$ cat src/adamnet_consts.svh
`ifndef ADAMNET_CONSTS_SVH
`define ADAMNET_CONSTS_SVH

// Table base after reset
`define PCB_BASE_INIT   16'hFEC0

// PCB field offsets
`define PCB_CMD_STAT    5'd0
`define PCB_BA_LO       5'd1
`define PCB_BA_HI       5'd2
`define PCB_MAX_DCB     5'd3

// DCB field offsets
`define DCB_CMD_STAT    5'd0
`define DCB_DEV_NUM     5'd9
`define DCB_ADD_CODE    5'd16
`define DCB_MAXL_LO     5'd17   // Max message length, low byte
`define DCB_MAXL_HI     5'd18
`define DCB_DEV_TYPE    5'd19   // 0 char device, 1 block device

// Table geometry, sized for address arithmetic
`define PCB_SIZE        16'd4
`define DCB_SIZE        16'd21
`define NUM_DCB         4'd15   // DCBs 0 to 14 follow the PCB

// PCB commands
`define CMD_PCB_SYNC1   8'h01   // Sync Z80
`define CMD_PCB_SYNC2   8'h02   // Sync master 6801
`define CMD_PCB_SNA     8'h03   // Relocate table

// DCB commands
`define CMD_STATUS      8'h01
`define CMD_SOFT_RESET  8'h02
`define CMD_WRITE       8'h03

// Responses
`define RSP_STATUS      8'h80
`define RSP_ACK         8'h90

// Device numbers
`define KBD_DEV         8'h01   // DEV_NUM nibble, ADD_CODE nibble

// Command byte seen when the Z80 reads instead of writes
`define RSP_STATUS_RD   8'hFF

`endif

$ cat src/adamnet_pkg.sv
`default_nettype none

package adamnet_pkg;

  typedef logic [15:0] addr_t;  // Z80 / RAM address
  typedef logic [7:0]  byte_t;
  typedef logic [3:0]  dev_t;   // DCB index

  // Single-byte RAM operations
  typedef enum logic [1:0] {
    MEM_SET_PCB,  // Write at base + offset
    MEM_SET_DCB,  // Write inside a DCB
    MEM_GET_DCB   // Read inside a DCB
  } mem_kind_t;

  // Sequencer states
  typedef enum logic [3:0] {
    ST_TBL_PCB,   // Table write, PCB bytes
    ST_TBL_DCB,   // Table write, DCB loop
    ST_MEM_WAIT,  // Waiting on RAM port
    ST_IDLE,
    ST_PCB_ACK,   // Status reply at PCB offset 0
    ST_GET_CODE,  // Fetch ADD_CODE
    ST_DISPATCH,  // Device decode
    ST_REPORT     // Keyboard status report
  } ctrl_state_t;

endpackage

`default_nettype wire

$ cat src/adamnet_pcb_regs.sv
`timescale 1ns/100ps
`default_nettype none

module adamnet_pcb_regs (
  input  logic               clk_i,
  input  logic               adam_reset_pcb_n_i,
  input  logic               reg_wr,        // Z80 write to a PCB register
  input  logic [1:0]         reg_offset,
  input  adamnet_pkg::byte_t reg_data,
  input  logic               relocate,      // Commit pending base
  output adamnet_pkg::addr_t pcb_base,      // Active table base
  output adamnet_pkg::addr_t pending_base,  // Base staged by BA_LO / BA_HI
  output adamnet_pkg::dev_t  max_dcb
);

`include "adamnet_consts.svh"

  always_ff @(posedge clk_i) begin
    if (!adam_reset_pcb_n_i) begin
      pcb_base     <= `PCB_BASE_INIT;
      pending_base <= `PCB_BASE_INIT;
      max_dcb      <= `NUM_DCB;       // All DCBs live
    end else begin
      if (reg_wr) begin
        case ({3'b000, reg_offset})
          `PCB_BA_LO:   pending_base[7:0]  <= reg_data;
          `PCB_BA_HI:   pending_base[15:8] <= reg_data;
          `PCB_MAX_DCB: max_dcb            <= reg_data[3:0];  // Count fits a nibble
          default: ;  // CMD_STAT handled by sequencer
        endcase
      end
      // Only on SNA, never together with reg_wr
      if (relocate) begin
        pcb_base <= pending_base;
      end
    end
  end

endmodule

`default_nettype wire

$ cat src/adamnet_bus_snoop.sv
`timescale 1ns/100ps
`default_nettype none

module adamnet_bus_snoop (
  input  logic               clk_i,
  input  logic               adam_reset_pcb_n_i,
  input  logic               z80_wr,
  input  logic               z80_rd,
  input  adamnet_pkg::addr_t z80_addr,
  input  adamnet_pkg::byte_t z80_data_wr,
  input  adamnet_pkg::addr_t pcb_base,
  input  adamnet_pkg::dev_t  max_dcb,
  input  logic               busy,
  output logic               pcb_hit,     // Z80 write inside PCB
  output logic               dcb_hit,     // Z80 access to a DCB command byte
  output logic [1:0]         hit_offset,
  output adamnet_pkg::dev_t  hit_dev,
  output adamnet_pkg::byte_t hit_data
);

`include "adamnet_consts.svh"

  import adamnet_pkg::*;

  addr_t last_addr;  // Last sampled access
  logic  last_wr;
  addr_t offset;     // Distance from table base, wraps
  logic  sample;
  logic  is_new;
  logic  in_pcb;
  logic  cmd_hit;
  dev_t  cmd_dev;

  // Hold off while sequencer busy or a strobe is still being taken
  assign sample = ~busy & ~pcb_hit & ~dcb_hit;
  assign is_new = (z80_addr != last_addr) || (z80_wr != last_wr);
  assign offset = z80_addr - pcb_base;
  assign in_pcb = (offset < `PCB_SIZE);  // Offset 0 included for SYNC

  // Command byte of DCB 1 up to max_dcb
  always_comb begin
    cmd_hit = 1'b0;
    cmd_dev = '0;
    for (int i = 1; i < int'(`NUM_DCB); i++) begin
      if (dev_t'(i) <= max_dcb && offset == `PCB_SIZE + 16'(i) * `DCB_SIZE) begin
        cmd_hit = 1'b1;
        cmd_dev = dev_t'(i);
      end
    end
  end

  always_ff @(posedge clk_i) begin
    pcb_hit <= 1'b0;  // One-cycle strobes
    dcb_hit <= 1'b0;
    if (!adam_reset_pcb_n_i) begin
      last_addr <= '1;
      last_wr   <= 1'b0;
    end else if (sample && is_new) begin
      last_addr <= z80_addr;
      last_wr   <= z80_wr;
      pcb_hit   <= in_pcb & z80_wr;
      dcb_hit   <= cmd_hit & (z80_wr | z80_rd);
    end
  end

  // Payload beside the strobes
  always_ff @(posedge clk_i) begin
    if (sample && is_new) begin
      hit_offset <= offset[1:0];
      hit_dev    <= cmd_dev;
      hit_data   <= z80_wr ? z80_data_wr : `RSP_STATUS_RD;
    end
  end

endmodule

`default_nettype wire

$ cat src/adamnet_ram_port.sv
`timescale 1ns/100ps
`default_nettype none

module adamnet_ram_port (
  input  logic                   clk_i,
  input  logic                   adam_reset_pcb_n_i,
  input  adamnet_pkg::addr_t     pcb_base,
  input  logic                   mem_req,     // One request at a time
  input  adamnet_pkg::mem_kind_t mem_kind,
  input  adamnet_pkg::dev_t      mem_dev,
  input  logic [4:0]             mem_offset,
  input  adamnet_pkg::byte_t     mem_wdata,
  output logic                   mem_done,    // Cycle after the RAM ack
  output adamnet_pkg::byte_t     mem_rdata,
  output adamnet_pkg::addr_t     ramb_addr,
  output logic                   ramb_wr,
  output logic                   ramb_rd,
  output adamnet_pkg::byte_t     ramb_dout,
  input  adamnet_pkg::byte_t     ramb_din,
  input  logic                   ramb_wr_ack,
  input  logic                   ramb_rd_ack
);

`include "adamnet_consts.svh"

  import adamnet_pkg::*;

  addr_t dcb_start;  // First byte of the addressed DCB
  addr_t req_addr;
  logic  ack;

  assign ack = (ramb_wr & ramb_wr_ack) | (ramb_rd & ramb_rd_ack);

  always_comb begin
    dcb_start = pcb_base + `PCB_SIZE + {12'h000, mem_dev} * `DCB_SIZE;
    if (mem_kind == MEM_SET_PCB) begin
      req_addr = pcb_base + {11'h000, mem_offset};
    end else begin
      req_addr = dcb_start + {11'h000, mem_offset};
    end
  end

  // Strobe held until ack, no timeout
  always_ff @(posedge clk_i) begin
    mem_done <= 1'b0;
    if (!adam_reset_pcb_n_i) begin
      ramb_wr <= 1'b0;
      ramb_rd <= 1'b0;
    end else if (mem_req) begin
      ramb_wr <= (mem_kind != MEM_GET_DCB);
      ramb_rd <= (mem_kind == MEM_GET_DCB);
    end else if (ack) begin
      ramb_wr  <= 1'b0;
      ramb_rd  <= 1'b0;
      mem_done <= 1'b1;
    end
  end

  // Address and data frozen for the whole access
  always_ff @(posedge clk_i) begin
    if (mem_req) begin
      ramb_addr <= req_addr;
      ramb_dout <= mem_wdata;
    end
    if (ramb_rd && ramb_rd_ack) begin
      mem_rdata <= ramb_din;  // Valid with mem_done
    end
  end

endmodule

`default_nettype wire

$ cat src/adamnet_ctrl.sv
`timescale 1ns/100ps
`default_nettype none

module adamnet_ctrl (
  input  logic                   clk_i,
  input  logic                   adam_reset_pcb_n_i,
  input  logic                   pcb_hit,
  input  logic                   dcb_hit,
  input  logic [1:0]             hit_offset,
  input  adamnet_pkg::dev_t      hit_dev,
  input  adamnet_pkg::byte_t     hit_data,
  input  adamnet_pkg::addr_t     pending_base,
  output logic                   reg_wr,
  output logic [1:0]             reg_offset,
  output adamnet_pkg::byte_t     reg_data,
  output logic                   relocate,
  output logic                   mem_req,
  output adamnet_pkg::mem_kind_t mem_kind,
  output adamnet_pkg::dev_t      mem_dev,
  output logic [4:0]             mem_offset,
  output adamnet_pkg::byte_t     mem_wdata,
  input  logic                   mem_done,
  input  adamnet_pkg::byte_t     mem_rdata,
  output logic                   busy,
  output logic                   adamnet_wait_n
);

`include "adamnet_consts.svh"

  import adamnet_pkg::*;

  ctrl_state_t state;
  ctrl_state_t ret_state;  // Where to go after mem_done
  logic [1:0]  step;       // PCB bytes, DCB halves, report fields
  logic        sna_run;    // Table write belongs to a relocation
  dev_t        dev;        // Loop index or addressed DCB
  logic [3:0]  dev_hi;     // From DEV_NUM
  byte_t       cmd;        // Command byte from snoop
  byte_t       rd_byte;    // Last DCB byte read
  byte_t       dev_id;

  assign dev_id         = {dev_hi, rd_byte[3:0]};
  assign busy           = (state != ST_IDLE);
  assign adamnet_wait_n = ~busy;

  // Issue one RAM request and park until done
  task automatic send(input mem_kind_t kind, input dev_t d, input logic [4:0] offs,
                      input byte_t data, input ctrl_state_t nxt);
    mem_req    <= 1'b1;
    mem_kind   <= kind;
    mem_dev    <= d;
    mem_offset <= offs;
    mem_wdata  <= data;
    ret_state  <= nxt;
    state      <= ST_MEM_WAIT;
  endtask

  always_ff @(posedge clk_i) begin
    mem_req  <= 1'b0;
    reg_wr   <= 1'b0;
    relocate <= 1'b0;
    if (!adam_reset_pcb_n_i) begin
      state     <= ST_TBL_PCB;  // Build table straight out of reset
      ret_state <= ST_IDLE;
      step      <= 2'd0;
      sna_run   <= 1'b0;
      dev       <= '0;
    end else begin
      case (state)
        // Pending equals active base here
        ST_TBL_PCB: begin
          step <= step + 2'd1;
          case (step)
            2'd0: send(MEM_SET_PCB, dev, `PCB_BA_LO, pending_base[7:0], ST_TBL_PCB);
            2'd1: send(MEM_SET_PCB, dev, `PCB_BA_HI, pending_base[15:8], ST_TBL_PCB);
            default: begin
              step <= 2'd0;
              dev  <= '0;
              send(MEM_SET_PCB, dev, `PCB_MAX_DCB, {4'h0, `NUM_DCB}, ST_TBL_DCB);
            end
          endcase
        end
        ST_TBL_DCB: begin
          step[0] <= ~step[0];
          if (!step[0]) begin
            send(MEM_SET_DCB, dev, `DCB_DEV_NUM, 8'h00, ST_TBL_DCB);
          end else begin
            dev <= dev + 4'd1;
            send(MEM_SET_DCB, dev, `DCB_ADD_CODE, {4'h0, dev},
                 (dev != `NUM_DCB - 4'd1) ? ST_TBL_DCB :
                 sna_run ? ST_PCB_ACK : ST_IDLE);
          end
        end
        ST_MEM_WAIT: begin
          if (mem_done) begin
            rd_byte <= mem_rdata;  // Only meaningful after a get
            state   <= ret_state;
          end
        end
        ST_IDLE: begin
          if (pcb_hit) begin
            cmd        <= hit_data;
            reg_offset <= hit_offset;
            reg_data   <= hit_data;
            if ({3'b000, hit_offset} == `PCB_CMD_STAT) begin
              case (hit_data)
                `CMD_PCB_SYNC1, `CMD_PCB_SYNC2: state <= ST_PCB_ACK;
                `CMD_PCB_SNA: begin
                  relocate <= 1'b1;  // Active base valid next cycle
                  sna_run  <= 1'b1;
                  step     <= 2'd0;
                  state    <= ST_TBL_PCB;
                end
                default: ;  // Unknown PCB command ignored
              endcase
            end else begin
              reg_wr <= 1'b1;  // BA_LO, BA_HI or MAX_DCB
            end
          end else if (dcb_hit) begin
            dev <= hit_dev;
            cmd <= hit_data;
            send(MEM_GET_DCB, hit_dev, `DCB_DEV_NUM, 8'h00, ST_GET_CODE);
          end
        end
        ST_PCB_ACK: begin
          sna_run <= 1'b0;
          send(MEM_SET_PCB, dev, `PCB_CMD_STAT, `RSP_STATUS | cmd, ST_IDLE);
        end
        ST_GET_CODE: begin
          dev_hi <= rd_byte[3:0];
          send(MEM_GET_DCB, dev, `DCB_ADD_CODE, 8'h00, ST_DISPATCH);
        end
        ST_DISPATCH: begin
          if (dev_id == `KBD_DEV) begin
            case (cmd)
              `CMD_STATUS, `CMD_SOFT_RESET: begin
                step  <= 2'd0;
                state <= ST_REPORT;
              end
              `CMD_WRITE: send(MEM_SET_DCB, dev, `DCB_CMD_STAT, `RSP_ACK + 8'h0B, ST_IDLE);
              `RSP_STATUS_RD: send(MEM_SET_DCB, dev, `DCB_CMD_STAT, `RSP_STATUS, ST_IDLE);
              default: state <= ST_IDLE;
            endcase
          end else begin
            send(MEM_SET_DCB, dev, `DCB_CMD_STAT, 8'h00, ST_IDLE);  // No such device
          end
        end
        // Char device, one byte buffer
        ST_REPORT: begin
          step <= step + 2'd1;
          case (step)
            2'd0: send(MEM_SET_DCB, dev, `DCB_CMD_STAT, `RSP_STATUS, ST_REPORT);
            2'd1: send(MEM_SET_DCB, dev, `DCB_MAXL_LO, 8'h01, ST_REPORT);
            2'd2: send(MEM_SET_DCB, dev, `DCB_MAXL_HI, 8'h00, ST_REPORT);
            default: send(MEM_SET_DCB, dev, `DCB_DEV_TYPE, 8'h00, ST_IDLE);
          endcase
        end
        default: state <= ST_IDLE;
      endcase
    end
  end

endmodule

`default_nettype wire

$ cat src/adamnet_top.sv
`timescale 1ns/100ps
`default_nettype none

module adamnet_top (
  input  logic               clk_i,
  input  logic               adam_reset_pcb_n_i,
  input  logic               z80_wr,
  input  logic               z80_rd,
  input  adamnet_pkg::addr_t z80_addr,
  input  adamnet_pkg::byte_t z80_data_wr,
  output adamnet_pkg::addr_t ramb_addr,
  output logic               ramb_wr,
  output logic               ramb_rd,
  output adamnet_pkg::byte_t ramb_dout,
  input  adamnet_pkg::byte_t ramb_din,
  input  logic               ramb_wr_ack,
  input  logic               ramb_rd_ack,
  output logic               adamnet_wait_n   // Low while the engine works
);

  import adamnet_pkg::*;

  addr_t     pcb_base;      // Active table base
  addr_t     pending_base;
  dev_t      max_dcb;
  logic      busy;
  logic      pcb_hit;
  logic      dcb_hit;
  logic [1:0] hit_offset;
  dev_t      hit_dev;
  byte_t     hit_data;
  logic      reg_wr;
  logic [1:0] reg_offset;
  byte_t     reg_data;
  logic      relocate;
  logic      mem_req;       // ctrl to RAM port
  mem_kind_t mem_kind;
  dev_t      mem_dev;
  logic [4:0] mem_offset;
  byte_t     mem_wdata;
  logic      mem_done;
  byte_t     mem_rdata;

  adamnet_pcb_regs u_regs (
    .clk_i, .adam_reset_pcb_n_i, .reg_wr, .reg_offset, .reg_data, .relocate,
    .pcb_base, .pending_base, .max_dcb
  );

  adamnet_bus_snoop u_snoop (
    .clk_i, .adam_reset_pcb_n_i, .z80_wr, .z80_rd, .z80_addr, .z80_data_wr,
    .pcb_base, .max_dcb, .busy, .pcb_hit, .dcb_hit, .hit_offset, .hit_dev, .hit_data
  );

  adamnet_ram_port u_ram (
    .clk_i, .adam_reset_pcb_n_i, .pcb_base, .mem_req, .mem_kind, .mem_dev, .mem_offset,
    .mem_wdata, .mem_done, .mem_rdata, .ramb_addr, .ramb_wr, .ramb_rd, .ramb_dout,
    .ramb_din, .ramb_wr_ack, .ramb_rd_ack
  );

  adamnet_ctrl u_ctrl (
    .clk_i, .adam_reset_pcb_n_i, .pcb_hit, .dcb_hit, .hit_offset, .hit_dev, .hit_data,
    .pending_base, .reg_wr, .reg_offset, .reg_data, .relocate, .mem_req, .mem_kind,
    .mem_dev, .mem_offset, .mem_wdata, .mem_done, .mem_rdata, .busy, .adamnet_wait_n
  );

endmodule

`default_nettype wire

$ cat config.mk
export PLATFORM = sky130hd
export DESIGN_NAME = adamnet_top
export DESIGN_NICKNAME = d
export VERILOG_FILES = /design/src/adamnet_pkg.sv /design/src/adamnet_pcb_regs.sv /design/src/adamnet_bus_snoop.sv /design/src/adamnet_ram_port.sv /design/src/adamnet_ctrl.sv /design/src/adamnet_top.sv
export VERILOG_INCLUDE_DIRS = /design/src
export SDC_FILE = /design/constraint.sdc
export NUM_CORES = 1
export LEC_CHECK = 0
export BUFFER_PORTS_ARGS = -buffer_cell sky130_fd_sc_hd__buf_4
export CAP_MARGIN = 20
export CORE_ASPECT_RATIO = 1.1
export CORE_UTILIZATION = 30
export CTS_CLUSTER_DIAMETER = 60
export DETAILED_ROUTE_END_ITERATION = 16
export GPL_TIMING_DRIVEN = 0
export PLACE_DENSITY_LB_ADDON = 0.3
export SYNTH_ARGS = -nofsm -noshare
export SYNTH_HDL_FRONTEND = slang
export SYNTH_HIERARCHICAL = 1
export SYNTH_SLANG_ARGS = --single-unit
export TNS_END_PERCENT = 1
$ cat constraint.sdc
create_clock -name clk_i -period 7.1 [get_ports clk_i]
set_input_delay 1.42 -clock clk_i [delete_from_list [all_inputs] [get_ports clk_i]]
set_output_delay 1.42 -clock clk_i [all_outputs]
set_load 0.01 [all_outputs]
# --- Yosys cells after proc, flatten, opt, wreduce, memory -nomap -nowiden ---
# Cells that the tools add are included.
totals:
  inputBits: 38
  wordCells: 288
  out_inout_bits: 27
  reg_bits: 163
op_classes:
  mux: 100
  n_lt_le_gt_ge: 15
  reduce_logical: 60
  bitwise_logic: 13
  add_sub_neg: 7
  mul: 1
  eq_ne: 55
op_table:
  columns: ["cell", "n"]
  rows:
  - ["16-bit by 8-bit equality test with 1-bit output (second input constant)", 6]
  - ["4-bit 2-to-1 mux", 17]
  - ["8-bit case mux with 7 select lines", 1]
  - ["16-bit by 7-bit equality test with 1-bit output (second input constant)", 3]
  - ["16-bit by 9-bit equality test with 1-bit output (second input constant)", 3]
  - ["8-bit case mux with 2 select lines", 3]
  - ["8-bit 2-to-1 mux", 5]
  - ["5-bit case mux with 7 select lines", 1]
  - ["3-bit 2-to-1 mux", 11]
  - ["16-bit by 5-bit adder with 16-bit output", 2]
  - ["8-bit by 2-bit equality test with 1-bit output (second input constant)", 4]
  - ["1-bit 2-to-1 mux", 29]
  - ["4-bit less-or-equal comparator (first input constant)", 7]
  - ["2-bit 2-to-1 mux", 14]
  - ["4-bit case mux with 7 select lines", 1]
  - ["5-bit 2-to-1 mux", 5]
  - ["5-bit AND reduction", 5]
  - ["8-bit by 1-bit equality test with 1-bit output (second input constant)", 3]
  - ["4-bit case mux with 3 select lines", 2]
  - ["16-bit by 3-bit adder with 16-bit output (second input constant)", 1]
  - ["16-bit by 9-bit adder with 16-bit output", 1]
  - ["16-bit by 5-bit equality test with 1-bit output (second input constant)", 1]
  - ["16-bit by 6-bit equality test with 1-bit output (second input constant)", 1]
  - ["4-bit by 3-bit equality test with 1-bit output (second input constant)", 4]
  - ["other kinds (52)", 121]

# --- Logic depth before layout (Yosys ltp) ---
logic_depth:
  word_depth: 18
  mapped_depth: 14
  mapped_depth_nobuf: 13

# --- Cells and area by module ---
# The synthesis kept the hierarchy.
modules_own_cells:
  columns: ["mod", "cells_per_inst", "n_inst", "area_per_inst_um2", "seq_area_each_um2"]
  rows:
  - ["adamnet_ctrl", 274, 1, 2952.8, 1641.6]
  - ["adamnet_bus_snoop", 319, 1, 2695.1, 800.8]
  - ["adamnet_ram_port", 246, 1, 2670.1, 1021.0]
  - ["adamnet_pcb_regs", 135, 1, 1430.1, 720.7]

# --- Worst setup path after synthesis ---
# Ideal clock, no wire load.
synth_path:
  kind: "input -> register"
  start: "input port z80_addr[0]"
  end: "register u_snoop.hit_dev[0] (data pin)"
  t_required_ns: 6.940
  setup_time_ns: 0.160
  arrival_time_ns: 3.568
  setup_slack_ns: 3.372
  stages: 12
  path_buffers: 1
  cell_sequence: "inv_1 > ha_1 > fa_1 > nand2b_1 > a21oi_2 > o21a_1 > a21o_1 > clkbuf_1 > nor2_1 > a2111oi_2 > a21oi_1 > a211oi_2"
synth_via:
  elab_chain_len: 16
  elab_cells_between_ends: 42
  classes_between: "add/sub (1); eq/ne (14); mux (13); reduce/logical (14)"
synth_rtl:
  columns: ["item", "line", "text"]
  rows:
  - ["start, declared", "adamnet_top.sv:9", "input adamnet_pkg::addr_t z80_addr,"]
  - ["16-bit subtractor *", "adamnet_bus_snoop.sv:37", "assign offset = z80_addr - pcb_base;"]
  - ["16-bit by 5-bit equality test with 1-bit output (no line)", null, null]
  - ["1-bit logical AND (no line)", null, null]
  - ["1-bit 2-to-1 mux", "adamnet_bus_snoop.sv:45", "if (dev_t'(i) <= max_dcb && offset == `PCB_SIZE + 16'(i) * `DCB_SIZE) begin"]
  - ["2-bit 2-to-1 mux (2 in series)", "adamnet_bus_snoop.sv:45", null]
  - ["3-bit 2-to-1 mux (8 in series)", "adamnet_bus_snoop.sv:45", null]
  - ["2-bit 2-to-1 mux (2 in series)", "adamnet_bus_snoop.sv:45", null]
  - ["end signal, assigned", "adamnet_bus_snoop.sv:70", "hit_dev <= cmd_dev;"]
  - ["end, declared", "adamnet_bus_snoop.sv:17", "output adamnet_pkg::dev_t hit_dev,"]
# Mark *: on every way between the ends. The rest lies on a longest branch, timed or not.
# A chain may end at the register's enable or synchronous reset.

# --- Final worst setup path ---
# Same ends and word-level chain as after synthesis.

==> reports/results.ini <==
[sta]
fin_crit_sh_pct=54.8
fin_skew_ns=0.00987
report.final.hold_viol_count=0
drv_slew=0
relSlewSlack_pct=30.4
max_freq_mhz=257
finalSetupViolCount=0
rsz0062_at_grt=false
period_minus_slack_ns=3.89
worstMarginPinSlew_ns=1.03
fin_tns_setup_ns=0

[cells_and_area]
fillers=3208
num_antenna_cells=0
nets=1151
area_growth_pct=17.0
drive_gt1_share_pct=14.4
postLayoutCoreUtil_pct=35.8

[drt]
routedWlPerCell_um=16.5
wl_um=24500
vias=7463
drt-initial-drc-count=721
ant_nets=0
viasPerCell=5.03
firstDrtPassIters=5
drc_errors=0

[setup_path]
crit_type=in2reg
worstPathRequired_ns=7.36
end_kind=flop
arrival_ns=4.16
cp_max_fo=9
cp-start-kind=input pin

[grt]
grt_pass1_wl_um=39900
grt_max_degree=22
antenna_found_initial=0
track_usage_pct=15.4
first_global_vias=7264
grt-ovfl-total=0

[clock_tree]
numCtsBuffers=17
clock_sink_count=160
h-tree-depth=4
postCtsHoldBufs=0
clkLatencyLatePin_ns=0.44
cts_tree=done
clock-root-buffer=clkbuf_16
clk_pin_slew_ns=0.07
clock_path_buffers=2
cts_resized=0
cts_setup_buffers=0

[floorplan]
start_util_pct=30.6
dieArea_mm2=0.0328
rows=68
die-height_um=190
core_mm2=0.0315
io_pins=65
dieWidth_um=173

[logic_synthesis]
syn_inst=970
syn-num-nets=1070
synth_area_mm2=0.00963
ys_warn_count=6
syn_area_per_cell_um2=9.93

[place]
dp.final_hpwl_um=18900
place_congestion=0.918
port_buffers=60

[power_and_ir_drop]
peakVddDrop_v=0.000174
power_uw=2700
power_leakage_uw=0.00435
power_density_mw_per_mm2=240

[worst_hold_path]
hold_path_class=reg2reg

[flow_run]
cap_violations=0

[status]
outcome=completed

critical path: stages:
cell and delay, ns:
buf_4 0.09, inv_1 0.09, ha_1 0.24, fa_1 0.42, nand2b_1 0.21, a21oi_2 0.21, o21a_1 0.21, a21o_1 0.12
clkbuf_1 0.32, nor2_1 0.11, a2111oi_2 0.42, a21oi_1 0.11, a211oi_2 0.19
cell usage in the layout, fill, tap and decap left out, drive strengths merged, types with 5 or more instances in the layout:
master	count
a211oi	17
a21o	16
a21oi	52
a221oi	5
a22oi	11
a31oi	7
and2	9
and3	6
buf	81
clkbuf	39
dfxtp	74
edfxtp	86
fa	13
ha	49
inv	75
mux2i	48
nand2	88
nand2b	16
nand3	22
nand3b	7
nand4	10
nand4b	5
nor2	68
nor2b	29
nor3	20
nor4	16
o211ai	10
o21a	6
o21ai	45
o22ai	5
or2	7
xnor2	23
xor2	22
state kept, by name (all words and copies together), names as in the netlist, 8 cells and up:
| register | flops |
|---|---|
| u_ram/ramb_addr | 16 |
| u_regs/pcb_base | 16 |
| u_regs/pending_base | 16 |
| u_snoop/last_addr | 16 |
| u_ctrl/cmd | 8 |
| u_ctrl/mem_wdata | 8 |
| u_ctrl/reg_data | 8 |
| u_ram/ramb_dout | 8 |
| u_snoop/hit_data | 8 |
report_power, final:
part           leakage (uW)  total, uW  internal, uW  switching [uW]
logic               0.00267        640           267             373
clock network      0.000296        978           565             413
registers           0.00139       1080          1050            32.2
stage by stage:
step	hold WS, ns	setup WS [ns]	cell area [um2]	cells
final	0.417	3.21	11300	1484
after floorplan	0.400	3.37	9630	970
after CTS	0.415	3.27	11300	1484
after global routing	0.417	3.03	11300	1484
after global placement	0.404	2.81	10600	1450
after detailed placement	0.406	2.81	10600	1452
metal layers:
layer | routed length (um) | vias up | global-route usage [%]
li1 | - | 3688 | -
met1 | 11500 | 3558 | 20.0
met2 | 11700 | 195 | 26.0
met3 | 931 | 22 | 2.52
met4 | 378 | 0 | 4.94
met5 | 0 | - | 0
layout make-up:
class / instances / area (um2) / share of cell area (%)
buffer: 41 / 214 / 1.90
sequential: 160 / 4060 / 36.1
timing repair buffer: 62 / 485 / 4.31
clock inverter: 15 / 196 / 1.74
clock buffer: 17 / 425 / 3.78
tap: 420 / 526 / 4.67
multi-input combinational: 700 / 5090 / 45.2
inverter: 69 / 259 / 2.30
final timing paths:
path              slack (ns)  cells after the start                   to                from
setup / recovery        3.21                     13   u_snoop/hit_dev[0]         z80_addr[0]
hold / removal          0.42                      0    u_ctrl/rd_byte[3]  u_ram/mem_rdata[3]
setup reg to reg        3.30                     13  u_ram/ramb_addr[14]  u_regs/pcb_base[4]
hold reg to reg         0.42                      0    u_ctrl/rd_byte[3]  u_ram/mem_rdata[3]
Power figures use the tool's default switching activity.
